$ cat src/hdl/mem_pkg.sv
// Memory geometry localparams, access size enumeration, fetch and data request/response structs
package mem_pkg;

    // Memory geometry
    localparam int MEM_WORDS = 4096;
    localparam int WORD_ADDR_WIDTH = $clog2(MEM_WORDS);
    // Byte address adds the two offset bits
    localparam int BYTE_ADDR_WIDTH = WORD_ADDR_WIDTH + 2;
    localparam int DATA_WIDTH = 32;
    // One mask bit per byte lane
    localparam int WMASK_WIDTH = DATA_WIDTH / 8;

    // Access size of a load or store
    typedef enum logic [1:0] {
        size_byte = 2'd0,
        size_half = 2'd1,
        size_word = 2'd2
    } mem_size_e;

    // Instruction fetch request for a whole word
    typedef struct packed {
        logic [BYTE_ADDR_WIDTH-1:0] addr;
    } fetch_req_t;

    // Fetched word and misalignment flag
    typedef struct packed {
        logic [DATA_WIDTH-1:0] data;
        logic                  err;
    } fetch_rsp_t;

    // Load/store request
    typedef struct packed {
        logic [BYTE_ADDR_WIDTH-1:0] addr;
        // 1 for store, 0 for load
        logic                       write;
        mem_size_e                  size;
        // Zero extension on loads
        logic                       is_unsigned;
        // Store data sits in the low bits
        logic [DATA_WIDTH-1:0]      wdata;
    } data_req_t;

    // Extended load result that reads zero for stores and errors
    typedef struct packed {
        logic [DATA_WIDTH-1:0] data;
        logic                  err;
    } data_rsp_t;

endpackage
$ cat src/hdl/data_port.sv
// Load/store adapter with alignment check, lane placement, write mask and load extension
`timescale 1ns/100ps

module data_port
    import mem_pkg::*;
(
    input  logic                       clk,
    input  logic                       rst_n,
    // Request side from the core
    input  logic                       req_valid,
    input  data_req_t                  req,
    // SRAM port 1
    output logic [WORD_ADDR_WIDTH-1:0] sram_addr,
    output logic                       sram_we,
    output logic [WMASK_WIDTH-1:0]     sram_wmask,
    output logic [DATA_WIDTH-1:0]      sram_wdata,
    input  logic [DATA_WIDTH-1:0]      sram_rdata,
    // Response side one cycle after the request
    output logic                       rsp_valid,
    output data_rsp_t                  rsp
);

    logic [1:0]            offset;
    logic                  misaligned;

    // Response stage registers
    logic                  err_q;
    logic                  load_q;
    logic [1:0]            offset_q;
    mem_size_e             size_q;
    logic                  unsigned_q;

    // Load path
    logic [DATA_WIDTH-1:0] shifted;
    logic [DATA_WIDTH-1:0] load_data;

    assign offset    = req.addr[1:0];
    assign sram_addr = req.addr[BYTE_ADDR_WIDTH-1:2];

    // Halfwords need an even offset, words a zero one
    always_comb begin
        case (req.size)
            size_byte: misaligned = 1'b0;
            size_half: misaligned = offset[0];
            size_word: misaligned = offset != 2'b00;
            // Undefined size code is refused
            default:   misaligned = 1'b1;
        endcase
    end

    // Store data copied onto every lane it may land in
    // The mask then picks the lanes at the offset
    always_comb begin
        case (req.size)
            size_byte: begin
                sram_wdata = {4{req.wdata[7:0]}};
                sram_wmask = 4'b0001 << offset;
            end
            size_half: begin
                sram_wdata = {2{req.wdata[15:0]}};
                sram_wmask = 4'b0011 << offset;
            end
            default: begin
                sram_wdata = req.wdata;
                sram_wmask = 4'b1111;
            end
        endcase
    end

    // Only aligned stores reach the array
    assign sram_we = req_valid & req.write & ~misaligned;

    // Control flags of the response stage
    always_ff @(posedge clk or negedge rst_n) begin
        if (!rst_n) begin
            rsp_valid <= 1'b0;
            err_q     <= 1'b0;
            load_q    <= 1'b0;
        end else begin
            rsp_valid <= req_valid;
            err_q     <= req_valid & misaligned;
            load_q    <= req_valid & ~req.write;
        end
    end

    // Lane selection info for the next cycle
    always_ff @(posedge clk) begin
        offset_q   <= offset;
        size_q     <= req.size;
        unsigned_q <= req.is_unsigned;
    end

    // Addressed byte or halfword moved down to bit 0
    assign shifted = sram_rdata >> {offset_q, 3'b000};

    // Sign or zero extension by size
    always_comb begin
        case (size_q)
            size_byte: begin
                load_data = {{24{~unsigned_q & shifted[7]}}, shifted[7:0]};
            end
            size_half: begin
                load_data = {{16{~unsigned_q & shifted[15]}}, shifted[15:0]};
            end
            // Whole word with the extension mode ignored
            default: begin
                load_data = sram_rdata;
            end
        endcase
    end

    // Stores and errors return zero data
    assign rsp.err  = err_q;
    assign rsp.data = (load_q & ~err_q) ? load_data : '0;

endmodule

$ cat config.mk
export PLATFORM = sky130hd
export DESIGN_NAME = data_port
export DESIGN_NICKNAME = d
export VERILOG_FILES = /design/src/hdl/mem_pkg.sv /design/src/hdl/data_port.sv
export SDC_FILE = /design/constraint.sdc
export NUM_CORES = 1
export LEC_CHECK = 0
export ABC_AREA = 1
export BUFFER_PORTS_ARGS = -buffer_cell sky130_fd_sc_hd__buf_2
export CORE_MARGIN = 10
export CORE_UTILIZATION = 40
export DETAILED_ROUTE_END_ITERATION = 8
export PLACE_DENSITY = 0.9
export SLEW_MARGIN = 10
export SYNTH_ARGS = -nofsm -noshare
export SYNTH_HDL_FRONTEND = slang
export SYNTH_SLANG_ARGS = --single-unit
$ cat constraint.sdc
create_clock -name clk -period 2.1 [get_ports clk]
set_clock_uncertainty 0.05 [all_clocks]
set_input_delay 0.105 -clock clk [delete_from_list [all_inputs] [get_ports clk]]
set_output_delay 0.105 -clock clk [all_outputs]
set_load 0.005 [all_outputs]
# Word-level counts from Yosys, hierarchy flattened
# Index checks and enable logic that the tools add are counted.
word_totals:
  register_bits: 8
  inputBits: 85
  output_inout_bits: 83
  elab_cells: 31
op_classes:
  eq_ne: 3
  shift: 3
  mux: 5
  bitwise_logic: 11
  reduce_logical: 3
op_table:
  columns: ["operator", "n"]
  rows:
  - ["32-bit one-hot mux with 2 select lines", 2]
  - ["32-bit two-way mux", 1]
  - ["32-bit by 5-bit right shift with 16-bit output", 1]
  - ["4-bit one-hot mux with 2 select lines", 1]
  - ["1-bit AND", 7]
  - ["2-bit by 1-bit equality test with 1-bit output, second input constant", 2]
  - ["2-bit zero test", 2]
  - ["1-bit inverter", 4]
  - ["1-bit by 2-bit left shift with 4-bit output, first input constant", 1]
  - ["2-bit by 2-bit left shift with 4-bit output, first input constant", 1]
  - ["1-bit one-hot mux with 3 select lines", 1]
  - ["2-bit equality test, second input constant", 1]
  - ["2-bit nonzero test", 1]

# Depth between registers and ports, before layout
logic_depth:
  word_depth: 4
  mapped_depth: 9
  ltp_nobuf: 7

# Least setup slack after synthesis
# No wires, ideal clock.
synth_path:
  path_type: "reg-to-output"
  start: "reg offset_q[1]"
  end: "out rsp[22] (netlist name)"
  arrival_time_ns: 1.155
  required_ns: 1.945
  slack_ns: 0.790
  stages_incl_launch_ff: 9
  path_cell_list: "dfxtp_1 -> buf_6 -> inv_8 -> buf_12 -> nand3_2 -> nand2_2 -> nand3b_4 -> buf_6 -> a21oi_2"
synth_lines:
  columns: ["item", "line_no", "rtl"]
  rows:
  - ["start: declaration", "data_port.sv:29", "logic [1:0] offset_q;"]
  - ["start signal: assignment", "data_port.sv:88", "offset_q <= offset;"]
  - ["end: declaration", "data_port.sv:20", "output data_rsp_t rsp"]

==> results by group <==
Final layout
  • Ant diodes: 0
  • Layout area overhead: 36.7%
  • Share of cells above drive strength 1: 0.412
  • Nets: 518
  • Filler cells: 437

Synth
  • Syn avg cell area: 5.57 um2
  • Sequential fraction of the synthesis area: 0.101
  • Ys Warns: 0
  • Mapped Cells: 312
  • Synthesized cell area: 1740 um2
  • Post-synth net total: 397
  • Yosys reg bits: 8
  • Post-synth cell types: 27

Worst setup path
  • Critical Path Sink: rsp[17]
  • Crit path kind: reg -> out
  • Arr. time, crit path: 1790 ps
  • Endpoint class of the critical path: output pin
  • Required time of the critical path: 1950 ps
  • Crit path launch: offset_q[0]$_DFF_P_
  • CP Max Fanout: 16
  • CP Launch Type: register

Clock tree
  • Clock buffer depth: 2
  • Clk sinks: 8
  • CTS Buf Count: 3
  • H-tree lvl count: 1
  • Post-CTS setup buffer count: 0
  • Clock transition at path regs: 40 ps
  • CTS root buffer: clkbuf_8
  • CTS tree: yes

Die
  • IO Pins: 168
  • Die height: 85.9 um
  • Full die area: 7390 um2
  • Initial core utilization: 0.423
  • Core area: 4120 um2
  • Die width: 85.9 um
  • # rows: 23

Placement
  • Dpl ws: 410 ps
  • IO buf count: 143
  • Post-DP HPWL: 6380 um
  • Placer Congestion: 0.874

GRT
  • Number of global-route vias before repair: 2441
  • Gr ovfl total: 0
  • Initial antenna violation count: 0
  • GRT Total Usage: 0.194
  • First-pass GRT wire length: 12100 um
  • Largest net degree at the start of global routing: 23

STA
  • RSZ-0062 raised after global routing: no
  • Peak Freq: 514 MHz
  • Final hold viol count: 0
  • Fin worst setup slack: 155 ps
  • Least-Margin Pin Slew: 508 ps
  • Max-Slew Margin vs Limit: 0.661
  • Fin. max-slew vios: 0
  • Fin Setup TNS: 0 ps
  • Final worst path period need: 1950 ps
  • Final clock period utilization by the worst path: 0.926
  • Setup Viol. Count Final: 0

Power and ir drop
  • Power density cells: 335 nW/um2
  • Power Total: 795 uW
  • Static Leakage: 1.40 nW
  • VDD IR max: 0.000191 V

Drt
  • Via count: 2488
  • WL final: 7510 um
  • Initial DRC count: 169
  • Routed vias/inst: 5.16
  • Detailed Routing Iterations Pass 1: 4
  • DR WL/cell: 15.6 um
  • Drt drc: 0
  • Antenna Nets Post-Route: 0

Worst hold path
  • Min-Delay Path Class: in -> reg
  • Hold path cells: 2

Run
  • Max cap viols: 0

Run status
  • Status: complete, no violations
stage by stage:
stage	instances	util	instance area (um2)	hold slack, ps
global route	482	0.578	2380	14.9
floorplan	312	-	1740	-241
finish	482	0.578	2380	11.5
detailed placement	474	0.556	2290	-149
global placement	474	0.556	2290	-151
CTS	482	0.577	2370	3.72
routing by layer:
metal,vias up,routed length [um],GRT usage
met5,-,0,0
met2,126,3730,0.343
met1,1115,2650,0.199
li1,1231,-,-
met4,0,154,0.0599
met3,16,971,0.0861
layout by cell type, fill, tap and decap left out:
cell type	count
a21oi_1	31
a21oi_2	11
buf_2	143
buf_4	7
clkbuf_1	1
clkbuf_8	3
dfrtp_1	3
dfxtp_1	5
dlygate4sd3_1	4
inv_1	28
inv_2	2
inv_8	1
nand2_1	88
nand2_2	2
nand2_4	1
nand3_1	1
nand3_2	3
nand3_4	1
nand3b_4	1
nor2_1	33
nor2_2	1
nor2_4	1
nor2_8	1
nor3_1	1
o211ai_1	8
o21ai_0	50
o31ai_1	1
worst min-delay path by stage:
stage / from / endpoint / slack (ps)
after floorplan: rst_n / err_q$_DFF_PN0_ / -240
after detailed placement: rst_n / load_q$_DFF_PN0_ / -150
after global routing: req[37] / offset_q[1]$_DFF_P_ / 10
after global placement: rst_n / rsp_valid$_DFF_PN0_ / -150
after CTS: req[35] / load_q$_DFF_PN0_ / 4
final: req[35] / load_q$_DFF_PN0_ / 10
report_power, final:
part           internal, mW  switching [mW]
Sequential            0.162         0.00758
Clock                 0.132          0.0659
Combinational         0.183           0.245
sequential cells by signal, indices dropped and copies added, names as in the netlist:
signal and flops:
load_q 1, rsp_valid 1, err_q 1, offset_q 2, unsigned_q 1, size_q 2
synth_stat cells:
cell type | n | area [um2]
nand3_1 | 1 | 5.00
nor2_8 | 1 | 20.0
inv_1 | 28 | 105
nand3b_4 | 1 | 20.0
nand2_2 | 2 | 12.5
a21oi_1 | 31 | 155
a21oi_2 | 11 | 96.3
nand3_4 | 1 | 17.5
buf_12 | 1 | 20.0
clkbuf_1 | 7 | 26.3
inv_8 | 1 | 11.3
dfxtp_1 | 5 | 100
nor2_1 | 34 | 128
inv_2 | 2 | 7.51
buf_8 | 1 | 15.0
nor2_4 | 1 | 11.3
nand3_2 | 3 | 30.0
buf_4 | 22 | 165
buf_6 | 3 | 33.8
nand2_1 | 88 | 330
o21ai_0 | 50 | 250
o211ai_1 | 8 | 60.1
nor3_1 | 1 | 5.00
dfrtp_1 | 3 | 75.1
buf_2 | 4 | 20.0
nand2_4 | 1 | 11.3
o31ai_1 | 1 | 7.51
cells by family (layout without fill, tap and decap cells):
logic type             after synthesis  in the layout  share of synthesized area
AND/OR/NAND/NOR                    134            134                      0.340
buffers and inverters               69            189                      0.232
flip-flops                           8              8                      0.101
AO/OA/AOI/OAI                      101            101                      0.327
final cells by class:
class                      count  area, um2  share of cell area
inverter                      31        124              0.0521
multi-input combinational    235       1160               0.489
timing repair buffer         154        808               0.340
clock buffer                   4       45.0              0.0189
tap                           50       62.6              0.0263
sequential                     8        175              0.0737
repair_timing:
action,CTS,global route
hold buffers,4,0
endpoints found under the hold margin,6,0
gates resized for setup,0,1
endpoints found under the setup margin,0,16
critical path, stage by stage (launching register included):
cell and delay (ps):
dfxtp_1 530, inv_2 100, nand2_1 90, nand3_2 90, nand3_4 140, nand2_2 60, inv_2 280, a21oi_1 120
buf_2 140
Power figures use the tool's default switching activity.
