<file path="config.mk">
export PLATFORM = sky130hd
export DESIGN_NAME = fetch_port
export DESIGN_NICKNAME = d
export VERILOG_FILES = /design/src/hdl/mem_pkg.sv /design/src/hdl/fetch_port.sv
export SDC_FILE = /design/constraint.sdc
export NUM_CORES = 1
export LEC_CHECK = 0
export BUFFER_PORTS_ARGS = -buffer_cell sky130_fd_sc_hd__buf_2
export CORE_UTILIZATION = 22
export DETAILED_ROUTE_END_ITERATION = 7
export PLACE_DENSITY_LB_ADDON = 0.12
export SYNTH_ARGS = -nofsm -noshare
export SYNTH_HDL_FRONTEND = slang
export SYNTH_SLANG_ARGS = --single-unit
</file>
<file path="constraint.sdc">
create_clock -name clk -period 1.8 [get_ports clk]
set_clock_uncertainty 0.15 [all_clocks]
set_input_delay 0 -clock clk [delete_from_list [all_inputs] [get_ports clk]]
set_output_delay 0 -clock clk [all_outputs]
set_load 0.02 [all_outputs]
</file>
<file path="src/hdl/mem_pkg.sv">
// Memory geometry localparams, access size enumeration, fetch and data request/response structs
package mem_pkg;

    // Memory geometry
    localparam int MEM_WORDS = 4096;
    localparam int WORD_ADDR_WIDTH = $clog2(MEM_WORDS);
    // Byte address adds the two offset bits
    localparam int BYTE_ADDR_WIDTH = WORD_ADDR_WIDTH + 2;
    localparam int DATA_WIDTH = 32;
    // One mask bit per byte lane
    localparam int WMASK_WIDTH = DATA_WIDTH / 8;

    // Access size of a load or store
    typedef enum logic [1:0] {
        size_byte = 2'd0,
        size_half = 2'd1,
        size_word = 2'd2
    } mem_size_e;

    // Instruction fetch request for a whole word
    typedef struct packed {
        logic [BYTE_ADDR_WIDTH-1:0] addr;
    } fetch_req_t;

    // Fetched word and misalignment flag
    typedef struct packed {
        logic [DATA_WIDTH-1:0] data;
        logic                  err;
    } fetch_rsp_t;

    // Load/store request
    typedef struct packed {
        logic [BYTE_ADDR_WIDTH-1:0] addr;
        // 1 for store, 0 for load
        logic                       write;
        mem_size_e                  size;
        // Zero extension on loads
        logic                       is_unsigned;
        // Store data sits in the low bits
        logic [DATA_WIDTH-1:0]      wdata;
    } data_req_t;

    // Extended load result that reads zero for stores and errors
    typedef struct packed {
        logic [DATA_WIDTH-1:0] data;
        logic                  err;
    } data_rsp_t;

endpackage
</file>
<file path="src/hdl/fetch_port.sv">
// Instruction fetch adapter with alignment check, word indexing and response register
`timescale 1ns/100ps

module fetch_port
    import mem_pkg::*;
(
    input  logic                       clk,
    input  logic                       rst_n,
    // Request side from the core
    input  logic                       req_valid,
    input  fetch_req_t                 req,
    // SRAM port 0
    output logic [WORD_ADDR_WIDTH-1:0] sram_addr,
    input  logic [DATA_WIDTH-1:0]      sram_rdata,
    // Response side one cycle after the request
    output logic                       rsp_valid,
    output fetch_rsp_t                 rsp
);

    logic misaligned;
    logic err_q;

    // Any nonzero byte offset is a misaligned fetch
    assign misaligned = req.addr[1:0] != 2'b00;

    // Word index drops the byte offset
    assign sram_addr = req.addr[BYTE_ADDR_WIDTH-1:2];

    // Response stage
    always_ff @(posedge clk or negedge rst_n) begin
        if (!rst_n) begin
            rsp_valid <= 1'b0;
            err_q     <= 1'b0;
        end else begin
            rsp_valid <= req_valid;
            err_q     <= req_valid & misaligned;
        end
    end

    // SRAM word arrives in step with the registered flags
    // Error responses carry zero data
    assign rsp.err  = err_q;
    assign rsp.data = err_q ? '0 : sram_rdata;

endmodule

</file>
# Yosys cells after proc, flatten, opt, wreduce, memory -nomap -nowiden
# Index checks and enable logic that the tools add are counted.
dict set report word_totals {
  mem_bits_ro 0
  n_memories 0
  elab_cells 5
  out_inout_bits 46
  ram_bits 0
  latch_bits 0
  input_bits 49
  ff_bits 2
}
dict set report classes {
  n_eq_ne 0
  shifts 0
  magnitude_cmp 0
  div 0
  mux 1
  addsub 0
  multipliers 0
  bitwise_logic 1
  reduce_logical 1
}
# op count
set ops {}
lappend ops {{two-way mux 32 bit} 1}
lappend ops {{nonzero test 2 bit} 1}
lappend ops {{bitwise AND 1 bit} 1}

# Logic depth before layout (Yosys ltp)
# Gate-level depths: netlist (run 1).
dict set report logic_depth {
  word_depth 2
  mapped_depth 2
  depth_no_buf 1
}

# Least setup slack after synthesis (run 1)
# Ideal clock, no wire load.
dict set report synth_path {
  kind {register to output}
  start {register err_q}
  end {output rsp[10] (netlist bit)}
  t_arrival_ps 890
  stages_incl_launch_ff 3
  required_ps 1650
  slack_ps 760
  path_buffers 1
  path_cell_list {dfrtp_1 > buf_4 > nor2b_1}
}
# item line
set synth_lines {}
lappend synth_lines {{from (decl)} fetch_port.sv:21} ;# logic err_q;
lappend synth_lines {{from (signal assigned)} fetch_port.sv:36} ;# err_q <= req_valid & misaligned;
lappend synth_lines {{to (decl)} fetch_port.sv:17} ;# output fetch_rsp_t rsp

# Worst setup path in the final report (run 1)
dict set report layout_path {
  start {register err_q}
  end {output rsp[0] (netlist bit)}
}
# No word-level cell between the ends.

==> results of run 1 <==
## Yosys cell counts, drive strengths merged
master / n / area share
buf: 16 / 0.32
nor2b: 32 / 0.53
dfrtp: 2 / 0.13
o21a: 1 / 0.020
## state kept, by name (all words and copies together), names as in the netlist
signal,flops
rsp_valid,1
err_q,1
## logic make-up (layout without fill, tap and decap cells)
| kind of cell | Yosys count | in the layout | synth area share |
|---|---|---|---|
| AO/OA/AOI/OAI | 1 | 1 | 0.01987 |
| buffers and inverters | 16 | 90 | 0.3179 |
| flip-flops | 2 | 2 | 0.1325 |
| AND/OR/NAND/NOR | 32 | 32 | 0.5298 |
## layout by cell type (no fill, tap or decap)
master	n
sky130_fd_sc_hd__dfrtp_1	2
sky130_fd_sc_hd__buf_2	70
sky130_fd_sc_hd__nor2b_1	32
sky130_fd_sc_hd__clkbuf_4	3
sky130_fd_sc_hd__dlygate4sd3_1	17
sky130_fd_sc_hd__o21a_1	1
## tightest hold or removal path, cell delays in order
cell and delay (ns):
sky130_fd_sc_hd__buf_2 0.07, sky130_fd_sc_hd__nor2b_1 0.10, sky130_fd_sc_hd__buf_2 0.16
## metal layers
metal,track usage,up-vias,part of all wire
met5,0,-,0
met4,0.07500,0,0.017
met3,0.04167,4,0.13
met2,0.2455,49,0.56
met1,0.1165,227,0.29
li1,-,286,-
## metrics by stage
stage	setup slack (ns)	hold WS [ns]
2_1_floorplan	0.7599	-0.4456
3_3_place_gp	0.4191	-0.3637
3_5_place_dp	0.3899	-0.3607
4_1_cts	0.1445	0.1816
5_1_grt	0.03066	0.1924
6_report	0.1838	0.1808
## path summary, 6_finish.rpt
check | startpoint | to | slack, ns
max | err_q | rsp[0] | 0.18
min | sram_rdata[4] | rsp[5] | 0.18
max in group asynchronous | rst_n | rsp_valid | 0.89
min in group asynchronous | rst_n | err_q | 0.48
## repair_timing
| action | 4_1_cts | 5_1_grt |
|---|---|---|
| endpoints found under the hold margin | 16 | 0 |
| setup buffers | 0 | 0 |
| hold buffers | 17 | 0 |
## power breakdown
| group | leakage (nW) | switching, mW | total [mW] | internal (mW) |
|---|---|---|---|---|
| combinational | 0.444 | 0.122 | 0.227 | 0.105 |
| sequential | 0.0239 | 0.0121 | 0.0597 | 0.0476 |
| clock | 0.0138 | 0.0295 | 0.103 | 0.0738 |
| total | 0.482 | 0.163 | 0.390 | 0.227 |
## final cells by class
class                           instances  area (um2)  area share
Tap cell                               16       20.02     0.02439
Sequential cell                         2       50.05     0.06098
Multi-Input combinational cell         33       207.7      0.2530
Timing Repair Buffer                   87       520.5      0.6341
Clock buffer                            3       22.52     0.02744
==> load_flow_metrics.sql, run 1 <==
INSERT INTO impl_metrics (metric_group, metric, value, unit) VALUES
('status', 'status', 'finished, violations left', ''),
('status', 'failed_checks', 'DRC', ''),
('synthesis', 'syn-num-nets', '100', ''),
('place', 'gp_routability_congestion', '0.6124', ''),
('worst_setup_path', 'worstSetupEndpointType', 'output port', ''),
('timing', 'report.final.slew_viol_count', '0', ''),
('min_path', 'min_path_type', 'in2out', ''),
('die', 'io_pins', '95', ''),
('cts', 'cts_sinks', '2', ''),
('timing', 'min_period_over_period', '0.8979', ''),
('place', 'buffer_ports.inserted', '70', ''),
('die', 'core-area', '1559', 'um2'),
('timing', 'worstMarginPinSlew', '0.9096', 'ns'),
('place', 'numPlacedInstances', '121', ''),
('grt', 'grt.overflow.total', '0', ''),
('worst_setup_path', 'timing.critical_path.fanout_max', '33', ''),
('worst_setup_path', 'critical_path.top_delay_family', 'flip-flops', ''),
('finish', 'final_core_util', '0.5265', ''),
('route', 'first_pass_iters', '5', ''),
('worst_setup_path', 'critical_path_depth', '1', ''),
('timing', 'timing.setup.tns', '0', 'ns'),
('cts', 'tritoncts', 'built', ''),
('finish', 'fraction_of_final_layout_cells_sized_beyond_drive_strength_1', '0.5840', ''),
('route', 'drc', '12', ''),
('route', 'num_vias', '566', ''),
('worst_setup_path', 'critPathBufInv', '1', ''),
('synthesis', 'yosysUniqueCellTypes', '4', ''),
('grt', 'maximum_number_of_pins_on_one_net_before_global_route_repair', '34', ''),
('worst_setup_path', 'cp.arrival', '1.47', 'ns'),
('route', 'finalWirelength', '1.347', 'mm'),
('cts', 'htree_num_levels', '1', ''),
('synthesis', 'synth-warning-count', '0', ''),
('synthesis', 'yosysSeqAreaShare', '0.1325', ''),
('power', 'vdd_ir_drop_max', '0.2972', 'mV'),
('timing', 'finalHoldViolCount', '0', ''),
('timing', 'setup_viol', '0', ''),
('worst_setup_path', 'timing.critical_path.slowest_cell_delay', '0.93', 'ns'),
('finish', 'number_of_inserted_filler_cells_in_the_final_layout', '162', ''),
('power', 'power_per_cell_area', '475.2', 'nW/um2'),
('route', 'avgViaCountPerCell', '4.014', ''),
('worst_setup_path', 'crit_slowest_cell', 'sky130_fd_sc_hd__dfrtp_1', ''),
('timing', 'final.min_clock_period', '1.616', 'ns'),
('timing', 'unrepaired_setup_endpoints_after_global_routing', 'false', ''),
('grt', 'antenna_found_initial', '0', ''),
('timing', 'max_slew_margin', '0.3936', ''),
('worst_setup_path', 'crit_chain', 'buf_2', ''),
('die', 'std_cell_rows', '14', ''),
('die', 'dieArea', '1887', 'um2'),
('finish', 'areaGrowthSynthToFinish', '117.2', '%'),
('cts', 'clk_pin_slew', '0.03', 'ns'),
('cts', 'clock_tree_root', 'sky130_fd_sc_hd__clkbuf_4', ''),
('grt', 'first_global_vias', '441', ''),
('route', 'detailedRoute.firstIterationViolations', '17', ''),
('route', 'drt.antenna.violating_nets', '0', ''),
('route', 'wire_per_inst', '9.553', 'um'),
('finish', 'finish.cell_count_without_fillers', '141', ''),
('run', 'cap_violations', '0', ''),
('place', 'dpl-instance-area', '628.1', 'um2'),
('power', 'finalPower', '390.0', 'uW'),
('finish', 'final_nets', '176', ''),
('synthesis', 'avgSynthCellArea', '7.409', 'um2'),
('grt', 'global_route.usage.total', '0.1284', ''),
('worst_setup_path', 'cp-start-kind', 'flop', ''),
('timing', 'achievable-frequency', '0.6187', 'GHz'),
('finish', 'design_area', '820.8', 'um2'),
('worst_setup_path', 'critPathRequiredTime', '1.65', 'ns'),
('die', 'initial_utilization', '0.2424', ''),
('cts', 'cts_buffer_depth', '2', ''),
('grt', 'grt_first_pass_wirelength', '1.752', 'mm'),
('die', 'die_w', '43.45', 'um'),
('synthesis', 'synth_cells', '51', ''),
('min_path', 'worst_hold_path.num_cells', '3', ''),
('power', 'leakage_component_of_the_power', '0.4819', 'nW'),
('cts', 'cts_resized', '0', ''),
('worst_setup_path', 'setup.worst_path.class', 'reg2out', ''),
('cts', 'number_of_buffers_created_by_cts', '3', ''),
('die', 'die_h', '43.45', 'um'),
('synthesis', 'ys_seq_elements', '2', ''),
('synthesis', 'post_synth_instance_area', '377.9', 'um2'),
('finish', 'insertedDiodeCount', '0', '');
No activity file was read; power rests on OpenSTA's default activity.
==> inputs of run 2 (changes only) <==
PLACE_DENSITY = 0.82   (was unset)
PLACE_DENSITY_LB_ADDON = unset   (was 0.12)
==> run 2 against run 1 <==
The flow still finishes with violations (DRC). Largest power group unchanged. Die area unchanged. Cell area grew 2.4%. Core utilization up 1.3 points. Total power up 2.3%. Maximum frequency is 15% higher. Critical endpoint is now err_q. Clock-buffer cell count unchanged. Via count grew 3.5%. First-iteration DRC count up 24%. Routed wire length increased by 13%. Combinational power is 8% higher.
==> load_flow_metrics.sql, run 2 (same netlist as run 1, synthesis figures left out) <==
INSERT INTO impl_metrics (metric_group, metric, value, unit) VALUES
('status', 'status', 'finished, violations left', ''),
('status', 'failed_checks', 'DRC', ''),
('route', 'num_vias', '586', ''),
('timing', 'final.min_clock_period', '1.411', 'ns'),
('worst_setup_path', 'critical_path.top_delay_family', 'buffers and inverters', ''),
('finish', 'fraction_of_final_layout_cells_sized_beyond_drive_strength_1', '0.5873', ''),
('grt', 'global_route.usage.total', '0.1592', ''),
('grt', 'antenna_found_initial', '0', ''),
('route', 'wire_per_inst', '10.75', 'um'),
('timing', 'worstMarginPinSlew', '0.3317', 'ns'),
('timing', 'finalHoldViolCount', '0', ''),
('finish', 'final_nets', '177', ''),
('die', 'dieArea', '1887', 'um2'),
('route', 'avgViaCountPerCell', '4.127', ''),
('worst_setup_path', 'cp-start-kind', 'input pin', ''),
('route', 'detailedRoute.firstIterationViolations', '21', ''),
('grt', 'first_global_vias', '555', ''),
('finish', 'number_of_inserted_filler_cells_in_the_final_layout', '140', ''),
('place', 'gp_routability_congestion', '0.8054', ''),
('worst_setup_path', 'cp.arrival', '1.36', 'ns'),
('worst_setup_path', 'setup.worst_path.class', 'in2reg', ''),
('die', 'die_h', '43.45', 'um'),
('finish', 'areaGrowthSynthToFinish', '122.5', '%'),
('worst_setup_path', 'timing.critical_path.fanout_max', '1', ''),
('finish', 'insertedDiodeCount', '0', ''),
('route', 'first_pass_iters', '6', ''),
('timing', 'setup_viol', '0', ''),
('place', 'buffer_ports.inserted', '70', ''),
('die', 'std_cell_rows', '14', ''),
('die', 'initial_utilization', '0.2424', ''),
('cts', 'cts_setup_buffers', '0', ''),
('cts', 'cts_resized', '0', ''),
('timing', 'achievable-frequency', '0.7090', 'GHz'),
('power', 'leakage_component_of_the_power', '0.4910', 'nW'),
('finish', 'multi_input_comb_area', '207.7', 'um2'),
('run', 'cap_violations', '0', ''),
('grt', 'maximum_number_of_pins_on_one_net_before_global_route_repair', '25', ''),
('route', 'drc', '12', ''),
('worst_setup_path', 'crit_slowest_cell', 'sky130_fd_sc_hd__dlygate4sd3_1', ''),
('cts', 'clk_pin_slew', '0.03', 'ns'),
('worst_setup_path', 'timing.critical_path.slowest_cell_delay', '0.56', 'ns'),
('worst_setup_path', 'critical-path-top-cell-by-count', 'sky130_fd_sc_hd__dlygate4sd3_1', ''),
('timing', 'max_slew_margin', '0.7789', ''),
('grt', 'grt.overflow.total', '0', ''),
('cts', 'cts_sinks', '2', ''),
('worst_setup_path', 'worstSetupEndpointType', 'flop', ''),
('finish', 'seq_area', '50.05', 'um2'),
('route', 'drt.antenna.violating_nets', '0', ''),
('min_path', 'min_path_type', 'in2out', ''),
('timing', 'timing.hold.ws', '0.1793', 'ns'),
('cts', 'number_of_buffers_created_by_cts', '3', ''),
('worst_setup_path', 'crit_chain', 'dlygate4sd3_1 -> buf_2 -> o21a_1 -> dlygate4sd3_1', ''),
('finish', 'most-common-layout-cells', 'sky130_fd_sc_hd__buf_2, sky130_fd_sc_hd__nor2b_1, sky130_fd_sc_hd__dlygate4sd3_1, sky130_fd_sc_hd__clkbuf_4, sky130_fd_sc_hd__dfrtp_1', ''),
('route', 'finalWirelength', '1.527', 'mm'),
('cts', 'clock_tree_root', 'sky130_fd_sc_hd__clkbuf_4', ''),
('die', 'die_w', '43.45', 'um'),
('power', 'power_per_cell_area', '474.5', 'nW/um2'),
('timing', 'report.final.slew_viol_count', '0', ''),
('timing', 'unrepaired_setup_endpoints_after_global_routing', 'false', ''),
('worst_setup_path', 'critPathBufInv', '3', ''),
('cts', 'htree_num_levels', '1', ''),
('cts', 'tritoncts', 'built', ''),
('place', 'dpl.hpwl', '1.120', 'mm'),
('die', 'core-area', '1559', 'um2'),
('finish', 'final_common_cell', 'sky130_fd_sc_hd__buf_2', ''),
('timing', 'timing.setup.tns', '0', 'ns'),
('power', 'vdd_ir_drop_max', '0.2684', 'mV'),
('cts', 'cts_buffer_depth', '2', ''),
('finish', 'top_regs', 'err_q (1), rsp_valid (1)', ''),
('timing', 'min_period_over_period', '0.7836', ''),
('worst_setup_path', 'critPathRequiredTime', '1.75', 'ns'),
('die', 'io_pins', '95', ''),
('grt', 'grt_first_pass_wirelength', '2.228', 'mm');
==> run 2: cell types whose count changed in the layout (fill, tap and decap cells not counted) <==
cell,previous run,this run
sky130_fd_sc_hd__buf_12,0,1
==> run 2: metrics by stage <==
| stage | util | instance area (um2) | instances | worst slack, ns | total power, mW |
|---|---|---|---|---|---|
| after detailed placement | 0.4157 | 648.1 | 122 | 0.6634 | 0.2485 |
| final | 0.5393 | 840.8 | 142 | 0.3895 | 0.3990 |
| after global routing | 0.5393 | 840.8 | 142 | 0.3308 | 0.4216 |
| after global placement | 0.4157 | 648.1 | 122 | 0.6858 | 0.2462 |
| after CTS | 0.5393 | 840.8 | 142 | 0.4119 | 0.4014 |
| after floorplan | - | 377.9 | 51 | 0.7599 | 0.2028 |
==> run 2: layer usage <==
metal  track usage  wire length [um]
met1        0.1587               507
met2        0.3152               824
met3       0.01250               187
met4       0.09375                 8
met5             0                 0
==> run 2: report_power, final <==
part	internal [mW]	switching, mW	total [mW]
combinational	0.111	0.134	0.245
sequential	0.0478	0.00448	0.0523
clock	0.0737	0.0276	0.101
==> run 2: final cells by class <==
type	count	area share
Clock buffer	3	0.02679
Multi-Input combinational cell	33	0.2470
Sequential cell	2	0.05952
Tap cell	16	0.02381
Timing Repair Buffer	88	0.6429
==> run 2: worst min-delay path, delay by kind of cell <==
kind                   cells  cell delay, ns
buffers and inverters      2            0.23
and+or+nand+nor            1            0.10
==> run 2: timing repair <==
item | 4_1_cts | 5_1_grt
hold buffers | 17 | 0
setup endpoints to repair | 0 | 0
hold endpoints to repair | 16 | 0
==> run 2: final timing paths <==
path / cells after the start / end / startpoint / slack (ns)
min: 3 / rsp[30] / sram_rdata[29] / 0.18
max: 4 / err_q / req[0] / 0.39
min in group asynchronous: 3 / rsp_valid / rst_n / 0.50
max in group asynchronous: 3 / err_q / rst_n / 0.87
